===== src/branch_pkg.sv =====
package branch_pkg;

  ////////////////////////////////////////
  // Widths and sizes
  ////////////////////////////////////////

  // Data path width of the RV32 core
  localparam int xlen = 32;

  // Register index width, five bits address x0 to x31
  localparam int reg_idx_w = 5;

  // Architectural register count
  localparam int num_regs = 32;

  ////////////////////////////////////////
  // Branch kinds
  ////////////////////////////////////////

  // Encoded exactly as funct3 of the B-type instructions
  // 3'b010 and 3'b011 are unused and resolve as not taken
  typedef enum logic [2:0] {
    beq  = 3'b000,
    bne  = 3'b001,
    blt  = 3'b100,
    bge  = 3'b101,
    bltu = 3'b110,
    bgeu = 3'b111
  } branch_op_e;

  ////////////////////////////////////////
  // Forward selections
  ////////////////////////////////////////

  // Operand source for a branch in decode
  typedef enum logic [1:0] {
    fwd_ex = 2'b00,  // result of the instruction in execute
    fwd_wb = 2'b01,  // result of the instruction in write-back
    fwd_rf = 2'b11   // plain register file read
  } fwd_sel_e;

  // Execute unit that produced the execute result
  typedef enum logic [1:0] {
    ex_alu = 2'b00,
    ex_mul = 2'b01,
    ex_div = 2'b10
  } ex_src_e;

endpackage : branch_pkg


===== src/fwd_if.sv =====
interface fwd_if;

  // Execute stage state of the older instruction
  logic                           ex_regwrite;
  logic                           ex_memread;
  logic [branch_pkg::reg_idx_w-1:0] ex_rd;

  // Candidate execute results
  logic [branch_pkg::xlen-1:0]    alu_res;
  logic [branch_pkg::xlen-1:0]    mul_res;
  logic [branch_pkg::xlen-1:0]    div_res;
  logic                           mul_ready;
  logic                           div_ready;

  // Write-back stage state
  logic                           wb_regwrite;
  logic [branch_pkg::reg_idx_w-1:0] wb_rd;
  logic [branch_pkg::xlen-1:0]    wb_res;

  // Top level drives everything from its ports
  modport source (
    output ex_regwrite, ex_memread, ex_rd,
    output alu_res, mul_res, div_res, mul_ready, div_ready,
    output wb_regwrite, wb_rd, wb_res
  );

  // Hazard detection only looks at write enables and destinations
  modport hazard (
    input ex_regwrite, ex_memread, ex_rd,
    input wb_regwrite, wb_rd
  );

  // Forward mux only looks at the data and the unit ready levels
  modport forward (
    input alu_res, mul_res, div_res, mul_ready, div_ready, wb_res
  );

endinterface : fwd_if


===== src/reg_file.sv =====
module reg_file (
  input  logic                           clk,
  input  logic                           rst_n,
  input  logic [branch_pkg::reg_idx_w-1:0] rs1_idx,
  input  logic [branch_pkg::reg_idx_w-1:0] rs2_idx,
  input  logic [branch_pkg::reg_idx_w-1:0] rd_idx,
  input  logic                           wr_en,
  input  logic [branch_pkg::xlen-1:0]    wr_data,
  output logic [branch_pkg::xlen-1:0]    rs1_data,
  output logic [branch_pkg::xlen-1:0]    rs2_data
);

  import branch_pkg::*;

  // Architectural registers, entry 0 is x0
  logic [xlen-1:0] regs [num_regs];

  // Write strobe with x0 filtered out
  logic            wr_ok;

  assign wr_ok = wr_en && (rd_idx != '0);

  ////////////////////////////////////////
  // Write port
  ////////////////////////////////////////

  // Whole array cleared on reset
  // x0 is never written so it keeps its reset value of zero
  always_ff @(posedge clk or negedge rst_n) begin
    if (!rst_n) begin
      for (int i = 0; i < num_regs; i++) begin
        regs[i] <= '0;
      end
    end else if (wr_ok) begin
      regs[rd_idx] <= wr_data;
    end
  end

  ////////////////////////////////////////
  // Read ports
  ////////////////////////////////////////

  // Asynchronous reads
  // A same cycle write is not visible here, write-back forwarding covers it
  assign rs1_data = regs[rs1_idx];
  assign rs2_data = regs[rs2_idx];

  // x0 must read zero on both ports for the whole run
  a_x0_reads_zero : assert property (
    @(posedge clk) disable iff (!rst_n)
      ((rs1_idx == '0) |-> (rs1_data == '0)) and
      ((rs2_idx == '0) |-> (rs2_data == '0))
  ) else $error("reg_file: x0 read returned a nonzero value");

endmodule : reg_file


===== src/branch_hazard.sv =====
module branch_hazard (
  input  logic [branch_pkg::reg_idx_w-1:0] rs1_idx,
  input  logic [branch_pkg::reg_idx_w-1:0] rs2_idx,
  input  logic                           branch_valid,
  fwd_if.hazard                          fwd,
  output branch_pkg::fwd_sel_e           sel_rs1,
  output branch_pkg::fwd_sel_e           sel_rs2,
  output logic                           stall
);

  import branch_pkg::*;

  // Index matches, never on x0
  logic rs1_ex_hit;
  logic rs2_ex_hit;
  logic rs1_wb_hit;
  logic rs2_wb_hit;

  // Execute holds a result that can be forwarded right now
  logic ex_fwd_ok;
  // Execute holds a load whose data is not there yet
  logic ex_load;

  ////////////////////////////////////////
  // Index compare
  ////////////////////////////////////////

  assign rs1_ex_hit = (rs1_idx == fwd.ex_rd) && (rs1_idx != '0);
  assign rs2_ex_hit = (rs2_idx == fwd.ex_rd) && (rs2_idx != '0);
  assign rs1_wb_hit = (rs1_idx == fwd.wb_rd) && (rs1_idx != '0);
  assign rs2_wb_hit = (rs2_idx == fwd.wb_rd) && (rs2_idx != '0);

  assign ex_fwd_ok = fwd.ex_regwrite && !fwd.ex_memread;
  assign ex_load   = fwd.ex_regwrite && fwd.ex_memread;

  ////////////////////////////////////////
  // Source selection
  ////////////////////////////////////////

  // Execute is the younger producer so it wins over write-back
  always_comb begin
    if (rs1_ex_hit && ex_fwd_ok) begin
      sel_rs1 = fwd_ex;
    end else if (rs1_wb_hit && fwd.wb_regwrite) begin
      sel_rs1 = fwd_wb;
    end else begin
      sel_rs1 = fwd_rf;
    end
  end

  // Same priority for the second operand
  always_comb begin
    if (rs2_ex_hit && ex_fwd_ok) begin
      sel_rs2 = fwd_ex;
    end else if (rs2_wb_hit && fwd.wb_regwrite) begin
      sel_rs2 = fwd_wb;
    end else begin
      sel_rs2 = fwd_rf;
    end
  end

  ////////////////////////////////////////
  // Load-use stall
  ////////////////////////////////////////

  // Hold the branch while a load in execute feeds either operand
  assign stall = branch_valid && ex_load && (rs1_ex_hit || rs2_ex_hit);

  // No stall without a branch in decode
  always_comb begin
    a_stall_needs_branch : assert (!stall || branch_valid)
      else $error("branch_hazard: stall raised with no valid branch");
  end

endmodule : branch_hazard


===== src/branch_forward.sv =====
module branch_forward (
  fwd_if.forward                   fwd,
  input  branch_pkg::fwd_sel_e     sel_rs1,
  input  branch_pkg::fwd_sel_e     sel_rs2,
  input  logic [branch_pkg::xlen-1:0] rf_rs1,
  input  logic [branch_pkg::xlen-1:0] rf_rs2,
  output logic [branch_pkg::xlen-1:0] rs1_mod,
  output logic [branch_pkg::xlen-1:0] rs2_mod
);

  import branch_pkg::*;

  // Unit that owns the execute result this cycle
  ex_src_e         ex_src;
  // Result of the instruction in execute
  logic [xlen-1:0] ex_res;

  ////////////////////////////////////////
  // Execute unit pick
  ////////////////////////////////////////

  // A lone ready level picks its unit
  // Both high or both low falls back to the ALU
  always_comb begin
    if (fwd.div_ready && !fwd.mul_ready) begin
      ex_src = ex_div;
    end else if (fwd.mul_ready && !fwd.div_ready) begin
      ex_src = ex_mul;
    end else begin
      ex_src = ex_alu;
    end
  end

  always_comb begin
    case (ex_src)
      ex_div:  ex_res = fwd.div_res;
      ex_mul:  ex_res = fwd.mul_res;
      default: ex_res = fwd.alu_res;
    endcase
  end

  ////////////////////////////////////////
  // Operand muxes
  ////////////////////////////////////////

  // rs1 from execute, write-back or the register file
  always_comb begin
    case (sel_rs1)
      fwd_ex:  rs1_mod = ex_res;
      fwd_wb:  rs1_mod = fwd.wb_res;
      default: rs1_mod = rf_rs1;
    endcase
  end

  // rs2 from execute, write-back or the register file
  always_comb begin
    case (sel_rs2)
      fwd_ex:  rs2_mod = ex_res;
      fwd_wb:  rs2_mod = fwd.wb_res;
      default: rs2_mod = rf_rs2;
    endcase
  end

endmodule : branch_forward


===== src/branch_resolve.sv =====
module branch_resolve (
  input  logic                       clk,
  input  logic                       rst_n,
  input  logic                       branch_valid,
  input  logic                       stall,
  input  branch_pkg::branch_op_e     branch_op,
  input  logic [branch_pkg::xlen-1:0] pc,
  input  logic [branch_pkg::xlen-1:0] imm,
  input  logic [branch_pkg::xlen-1:0] rs1_mod,
  input  logic [branch_pkg::xlen-1:0] rs2_mod,
  output logic                       redirect,
  output logic [branch_pkg::xlen-1:0] redirect_pc
);

  import branch_pkg::*;

  // Branch leaves decode this cycle
  logic            accept;
  // Condition result for the current branch kind
  logic            taken;
  // Branch target
  logic [xlen-1:0] target;

  // Operand relations shared by the six kinds
  logic            op_eq;
  logic            op_lt_s;
  logic            op_lt_u;

  ////////////////////////////////////////
  // Condition and target
  ////////////////////////////////////////

  assign accept  = branch_valid && !stall;
  assign op_eq   = (rs1_mod == rs2_mod);
  assign op_lt_s = ($signed(rs1_mod) < $signed(rs2_mod));
  assign op_lt_u = (rs1_mod < rs2_mod);
  assign target  = pc + imm;

  // Greater-or-equal kinds are the inverse of less-than
  always_comb begin
    case (branch_op)
      beq:     taken = op_eq;
      bne:     taken = !op_eq;
      blt:     taken = op_lt_s;
      bge:     taken = !op_lt_s;
      bltu:    taken = op_lt_u;
      bgeu:    taken = !op_lt_u;
      default: taken = 1'b0;
    endcase
  end

  ////////////////////////////////////////
  // Redirect register
  ////////////////////////////////////////

  // One cycle pulse per accepted taken branch
  // Target holds until the next taken branch
  always_ff @(posedge clk or negedge rst_n) begin
    if (!rst_n) begin
      redirect    <= 1'b0;
      redirect_pc <= '0;
    end else begin
      redirect <= accept && taken;
      if (accept && taken) begin
        redirect_pc <= target;
      end
    end
  end

  // A second redirect in a row needs a fresh accepted branch behind it
  a_redirect_pulse : assert property (
    @(posedge clk) disable iff (!rst_n)
      redirect |=> (!redirect || $past(accept))
  ) else $error("branch_resolve: redirect held without a new branch");

endmodule : branch_resolve


===== src/id_branch_unit.sv =====
module id_branch_unit (
  input  logic                           clk,
  input  logic                           rst_n,
  // Branch in decode
  input  logic                           branch_valid,
  input  branch_pkg::branch_op_e         branch_op,
  input  logic [branch_pkg::reg_idx_w-1:0] rs1_idx,
  input  logic [branch_pkg::reg_idx_w-1:0] rs2_idx,
  input  logic [branch_pkg::xlen-1:0]    pc,
  input  logic [branch_pkg::xlen-1:0]    imm,
  // Execute stage
  input  logic                           ex_regwrite,
  input  logic                           ex_memread,
  input  logic [branch_pkg::reg_idx_w-1:0] ex_rd,
  input  logic [branch_pkg::xlen-1:0]    alu_res,
  input  logic [branch_pkg::xlen-1:0]    mul_res,
  input  logic [branch_pkg::xlen-1:0]    div_res,
  input  logic                           mul_ready,
  input  logic                           div_ready,
  // Write-back stage
  input  logic                           wb_regwrite,
  input  logic [branch_pkg::reg_idx_w-1:0] wb_rd,
  input  logic [branch_pkg::xlen-1:0]    wb_res,
  // Results
  output logic                           stall,
  output logic                           redirect,
  output logic [branch_pkg::xlen-1:0]    redirect_pc
);

  import branch_pkg::*;

  fwd_sel_e        sel_rs1;
  fwd_sel_e        sel_rs2;
  logic [xlen-1:0] rf_rs1;
  logic [xlen-1:0] rf_rs2;
  logic [xlen-1:0] rs1_mod;
  logic [xlen-1:0] rs2_mod;

  ////////////////////////////////////////
  // Pipeline state bundle
  ////////////////////////////////////////

  fwd_if i_fwd ();

  assign i_fwd.ex_regwrite = ex_regwrite;
  assign i_fwd.ex_memread  = ex_memread;
  assign i_fwd.ex_rd       = ex_rd;
  assign i_fwd.alu_res     = alu_res;
  assign i_fwd.mul_res     = mul_res;
  assign i_fwd.div_res     = div_res;
  assign i_fwd.mul_ready   = mul_ready;
  assign i_fwd.div_ready   = div_ready;
  assign i_fwd.wb_regwrite = wb_regwrite;
  assign i_fwd.wb_rd       = wb_rd;
  assign i_fwd.wb_res      = wb_res;

  ////////////////////////////////////////
  // Blocks
  ////////////////////////////////////////

  // Write port is fed straight from write-back
  reg_file i_reg_file (
    .clk      (clk),
    .rst_n    (rst_n),
    .rs1_idx  (rs1_idx),
    .rs2_idx  (rs2_idx),
    .rd_idx   (wb_rd),
    .wr_en    (wb_regwrite),
    .wr_data  (wb_res),
    .rs1_data (rf_rs1),
    .rs2_data (rf_rs2)
  );

  branch_hazard i_branch_hazard (
    .rs1_idx      (rs1_idx),
    .rs2_idx      (rs2_idx),
    .branch_valid (branch_valid),
    .fwd          (i_fwd),
    .sel_rs1      (sel_rs1),
    .sel_rs2      (sel_rs2),
    .stall        (stall)
  );

  branch_forward i_branch_forward (
    .fwd     (i_fwd),
    .sel_rs1 (sel_rs1),
    .sel_rs2 (sel_rs2),
    .rf_rs1  (rf_rs1),
    .rf_rs2  (rf_rs2),
    .rs1_mod (rs1_mod),
    .rs2_mod (rs2_mod)
  );

  branch_resolve i_branch_resolve (
    .clk          (clk),
    .rst_n        (rst_n),
    .branch_valid (branch_valid),
    .stall        (stall),
    .branch_op    (branch_op),
    .pc           (pc),
    .imm          (imm),
    .rs1_mod      (rs1_mod),
    .rs2_mod      (rs2_mod),
    .redirect     (redirect),
    .redirect_pc  (redirect_pc)
  );

endmodule : id_branch_unit


===== config.mk =====
export PLATFORM = sky130hd
export DESIGN_NAME = id_branch_unit
export DESIGN_NICKNAME = d
export VERILOG_FILES = /design/src/branch_pkg.sv /design/src/fwd_if.sv /design/src/reg_file.sv /design/src/branch_hazard.sv /design/src/branch_forward.sv /design/src/branch_resolve.sv /design/src/id_branch_unit.sv
export SDC_FILE = /design/constraint.sdc
export NUM_CORES = 2
export LEC_CHECK = 0
export BUFFER_PORTS_ARGS = -buffer_cell sky130_fd_sc_hd__buf_2
export CORE_ASPECT_RATIO = 0.7
export CORE_MARGIN = 1
export CORE_UTILIZATION = 61
export CTS_CLUSTER_SIZE = 25
export DETAILED_ROUTE_END_ITERATION = 10
export PLACE_DENSITY = 0.79
export SYNTH_ARGS = -nofsm -noshare
export SYNTH_HDL_FRONTEND = slang
export SYNTH_SLANG_ARGS = --single-unit

===== constraint.sdc =====
create_clock -name clk -period 6.8 [get_ports clk]
set_input_delay 1.02 -clock clk [delete_from_list [all_inputs] [get_ports clk]]
set_output_delay 1.02 -clock clk [all_outputs]
set_load 0.01 [all_outputs]

==> results.rst <==
.. list-table::
   :header-rows: 1

   * - Metric
     - Value
   * - Cell family with most CP delay
     - compound AO/OA/AOI/OAI gates
   * - Port-buffer cells
     - 256
   * - Mux share of post-synthesis cell area
     - 44.9%
   * - Final Non-Filler Cells
     - 5374
   * - CP Launch Type
     - input port
   * - H-tree level count
     - 3
   * - # rows
     - 95
   * - Final #Nets
     - 4304
   * - Post-synth top area share
     - 44.5%
   * - Total Power
     - 19.2 mW
   * - Max-slew violations
     - 0
   * - Worst Tran Pin Value
     - 1.38 ns
   * - Multi-input gate area
     - 31500 µm²
   * - Unrepaired setup endpoints after global routing
     - false
   * - Leading cell type in the layout, fill and taps excluded
     - dfrtp_1
   * - Most used cells in the layout excluding fill and tap cells
     - dfrtp_1, mux2_2, mux4_2
   * - Power density normalized to cell area
     - 292 nW/µm²
   * - Register cell area after layout
     - 26500 µm²
   * - Number of antenna violations at the first check in global routing
     - 13
   * - EDFF count, synth
     - 0
   * - Number of remaining DRC errors
     - 0
   * - Boundary Pins
     - 257
   * - Async SR Flop Fraction
     - 100%
   * - Global-route wire length before repair
     - 262000 µm
   * - Net Count, Synth
     - 4258
   * - Horizontal extent of the die
     - 375 µm
   * - Max frequency
     - 176 MHz
   * - Overall die area
     - 98700 µm²
   * - Ranking of synthesized cells by area
     - dfrtp_1, mux4_2, mux2_2, clkbuf_1, mux2i_1
   * - Fraction of layout instances using a drive strength above 1
     - 54.3%
   * - Die Span Y
     - 263 µm
   * - Post-CTS Resized
     - 0
   * - Number of setup buffers added after CTS
     - 0
   * - Area of the mapped netlist
     - 59400 µm²
   * - Post-Route Skew
     - 0.0251 ns
   * - Max IR drop VDD
     - 0.267 mV
   * - Largest net degree at the start of global routing
     - 198
   * - Clock transition at the registers of the reported paths
     - 0.06 ns
   * - Net switching component of the power
     - 5.39 mW
   * - DP Wirelength
     - 103000 µm
   * - Final core area utilization
     - 68.4%
   * - Largest stage delay, worst path
     - 0.78 ns
   * - Worst Hold Class
     - in -> async
   * - Number of buffers added by the clock tree synthesis step
     - 102
   * - Sequential share of the synthesized area
     - 44.5%
   * - Total grt overflow
     - 0
   * - Origin of the critical flop-to-flop path
     - i_reg_file.regs[370]$_DFFE_PN0P_
   * - Vias per inst
     - 7.18
   * - Yosys warning total
     - 0
   * - Fin crit period
     - 5.69 ns
   * - Relative contribution of the clock network to total power
     - 32.0%
   * - Synthesized area per cell
     - 15.0 µm²
   * - Xor and xnor area share after synthesis
     - 0.575%
   * - Fin Setup TNS
     - 0 ns
   * - Critical setup path kind
     - in -> reg
   * - Critical path launch point
     - rs1_idx[0]
   * - Number of iterations in the first detailed-routing pass
     - 5
   * - Dominant combinational cell family by area after synthesis
     - multiplexers
   * - Final RePlAce weighted congestion
     - 0.907
   * - Antenna violation net count after detailed routing
     - 0
   * - Total of max-cap violations
     - 0
   * - Initial core utilization
     - 61.7%
   * - Primary FF master, synth
     - dfrtp_1
   * - Final hold violations
     - 0
   * - Root Buffer
     - clkbuf_16
   * - Run status
     - finished clean
   * - Area growth syn-to-layout
     - 10.7%
   * - Simple-gate area share of the yosys netlist
     - 2.38%
   * - WL final
     - 172000 µm
   * - Portion of total power attributed to sequential cells
     - 44.0%
   * - Flops & latches, synth
     - 1057
   * - Clock tree from TritonCTS
     - yes
   * - Complex-gate fraction of the synthesized area
     - 3.28%
   * - Clk sinks
     - 1057
   * - Total via count after detailed routing
     - 38600
   * - Final worst-path cycle share
     - 83.6%
   * - Cell count after placement
     - 5172
   * - Share of power burned in combinational logic
     - 24.0%
   * - Area of the core
     - 96300 µm²
   * - Count of filler cells inserted in the layout
     - 6438
   * - Gate count after technology mapping
     - 3969
   * - Adder-cell share of the synthesized area
     - 1.40%
   * - Pleak
     - 28.5 nW
   * - First DRT Iteration DRCs
     - 4451
   * - Buffers from clock root to sink, at most
     - 3
   * - Worst setup slack before clock tree synthesis
     - 0.487 ns
   * - Buf/Inv on CP
     - 5
   * - Critical Path End Type
     - flop
   * - Number of distinct library cells after synthesis
     - 71
   * - Internal portion of total power
     - 13.8 mW
   * - Switching portion of total power
     - 28.0%
   * - # setup viols final
     - 0
   * - Number of global-route vias before repair
     - 39800
   * - Cell repeated most along the worst path
     - buf_4
   * - Detailed-route wire length per cell
     - 32.1 µm
   * - Slowest CP cell
     - and3b_2
   * - Worst-case headroom to the max-slew limit
     - 8.03%
   * - Required time at the worst-slack endpoint
     - 7.38 ns
   * - Post-cts hold buffer count
     - 0
   * - Maximum fanout count along the critical path
     - 21
   * - Cell chain of the critical path
     - buf_8 -> buf_4 -> nor2_2 -> nor4_1 -> and3b_2 -> buf_12 -> mux2i_1 -> ha_1 -> a21oi_1 -> o21ai_0 -> a221oi_1 -> o311ai_1 -> buf_4 -> o2111ai_1 -> o41ai_4 -> nor2_4 -> buf_4 -> o41ai_1
   * - Crit path setup slack, layout
     - 1.11 ns
   * - Skew-Pair Late Insertion Delay
     - 0.72 ns
   * - Critical Path AT
     - 6.27 ns
   * - Biggest area consumer among synthesized cells
     - dfrtp_1
   * - Total global-route track usage
     - 36.0%
==> logic make-up after synthesis <==
kind of cell | Yosys count
XOR/XNOR | 39
adder cells (fa/ha/maj) | 66
AO/OA/AOI/OAI | 320
multiplexers | 1742
flip-flops | 1057
buffers and inverters | 448
AND/OR/NAND/NOR | 297
==> power groups by stage <==
stage                     clock [mW]  sequential [mW]  combinational, mW
after global routing            6.43             8.63               4.94
final                           6.15             8.45               4.62
after floorplan                    0             8.25               3.42
after CTS                       6.19             8.42               4.60
after global placement             0             8.43               4.44
after detailed placement           0             8.52               4.58
==> layout make-up <==
type	count	area share, %
diodes	9	0.0342
clock buffers	137	4.43
clock inverters	56	1.04
inverters	18	0.106
multi-input cells	2464	47.8
flip-flops and latches	1057	40.2
well taps	1261	2.40
repair buffers	372	3.99
==> metrics by stage <==
stage / instance area [µm²] / hold slack, ns
after detailed placement: 62200 / 0.382
final: 65800 / 0.353
after global routing: 65800 / 0.401
after floorplan: 59400 / 0.441
after CTS: 65800 / 0.398
after global placement: 62200 / 0.378
==> cells in the mapped netlist (5+ instances only) <==
library cell / n
nor2b_1: 7
mux2i_1: 95
buf_1: 110
a22oi_1: 32
dfrtp_1: 1057
a31oi_1: 6
a21oi_1: 131
a211o_1: 5
clkbuf_1: 301
o21a_1: 5
nand2b_1: 7
mux2_2: 994
inv_1: 17
nand3_1: 13
nor4_1: 6
a21o_1: 22
xor2_1: 14
o31ai_1: 7
ha_1: 65
and3_1: 9
o21ai_0: 72
nand2_1: 65
nand4_1: 13
mux2_1: 13
buf_2: 15
and4_1: 5
nor2_1: 130
nor3_1: 11
mux4_2: 640
xnor2_1: 25
==> worst paths after layout <==
path	to	slack [ns]	cells past startpoint
setup / recovery	i_branch_resolve.redirect_pc[27]$_DFFE_PN0P_	1.11	18
hold / removal	i_reg_file.regs[787]$_DFFE_PN0P_	0.35	1
setup reg to reg	i_branch_resolve.redirect_pc[27]$_DFFE_PN0P_	1.75	17
hold reg to reg	i_reg_file.regs[1011]$_DFFE_PN0P_	0.39	0
max in group asynchronous	i_reg_file.regs[936]$_DFFE_PN0P_	4.73	2
min in group clk	i_reg_file.regs[1011]$_DFFE_PN0P_	0.39	0
==> worst register-to-register path, stage by stage, from the launching register on <==
cell,delay (ns)
dfrtp_1,0.41
mux4_2,0.47
mux4_2,0.49
mux2i_1,0.30
nor2_1,0.08
a21oi_1,0.12
mux2i_1,0.09
ha_1,0.32
nand2_1,0.05
o21ai_0,0.46
a221oi_1,0.23
o311ai_1,0.56
buf_4,0.26
o2111ai_1,0.16
o41ai_4,0.17
nor2_4,0.13
buf_4,0.22
o41ai_1,0.39
==> layer usage <==
metal | up-vias | share of wire (%) | GRT usage, %
met5 | - | 0.046 | 0
met4 | 12 | 3.4 | 12.4
met3 | 363 | 12 | 10.7
met2 | 2109 | 45 | 51.5
met1 | 20500 | 40 | 53.1
li1 | 15600 | - | -
==> flip-flops by register name, summed over array words and instances, names as in the netlist <==
name	flops
i_branch_resolve.redirect	1
i_branch_resolve.redirect_pc	32
i_reg_file.regs	1024
(Power assumes the default switching activity.)
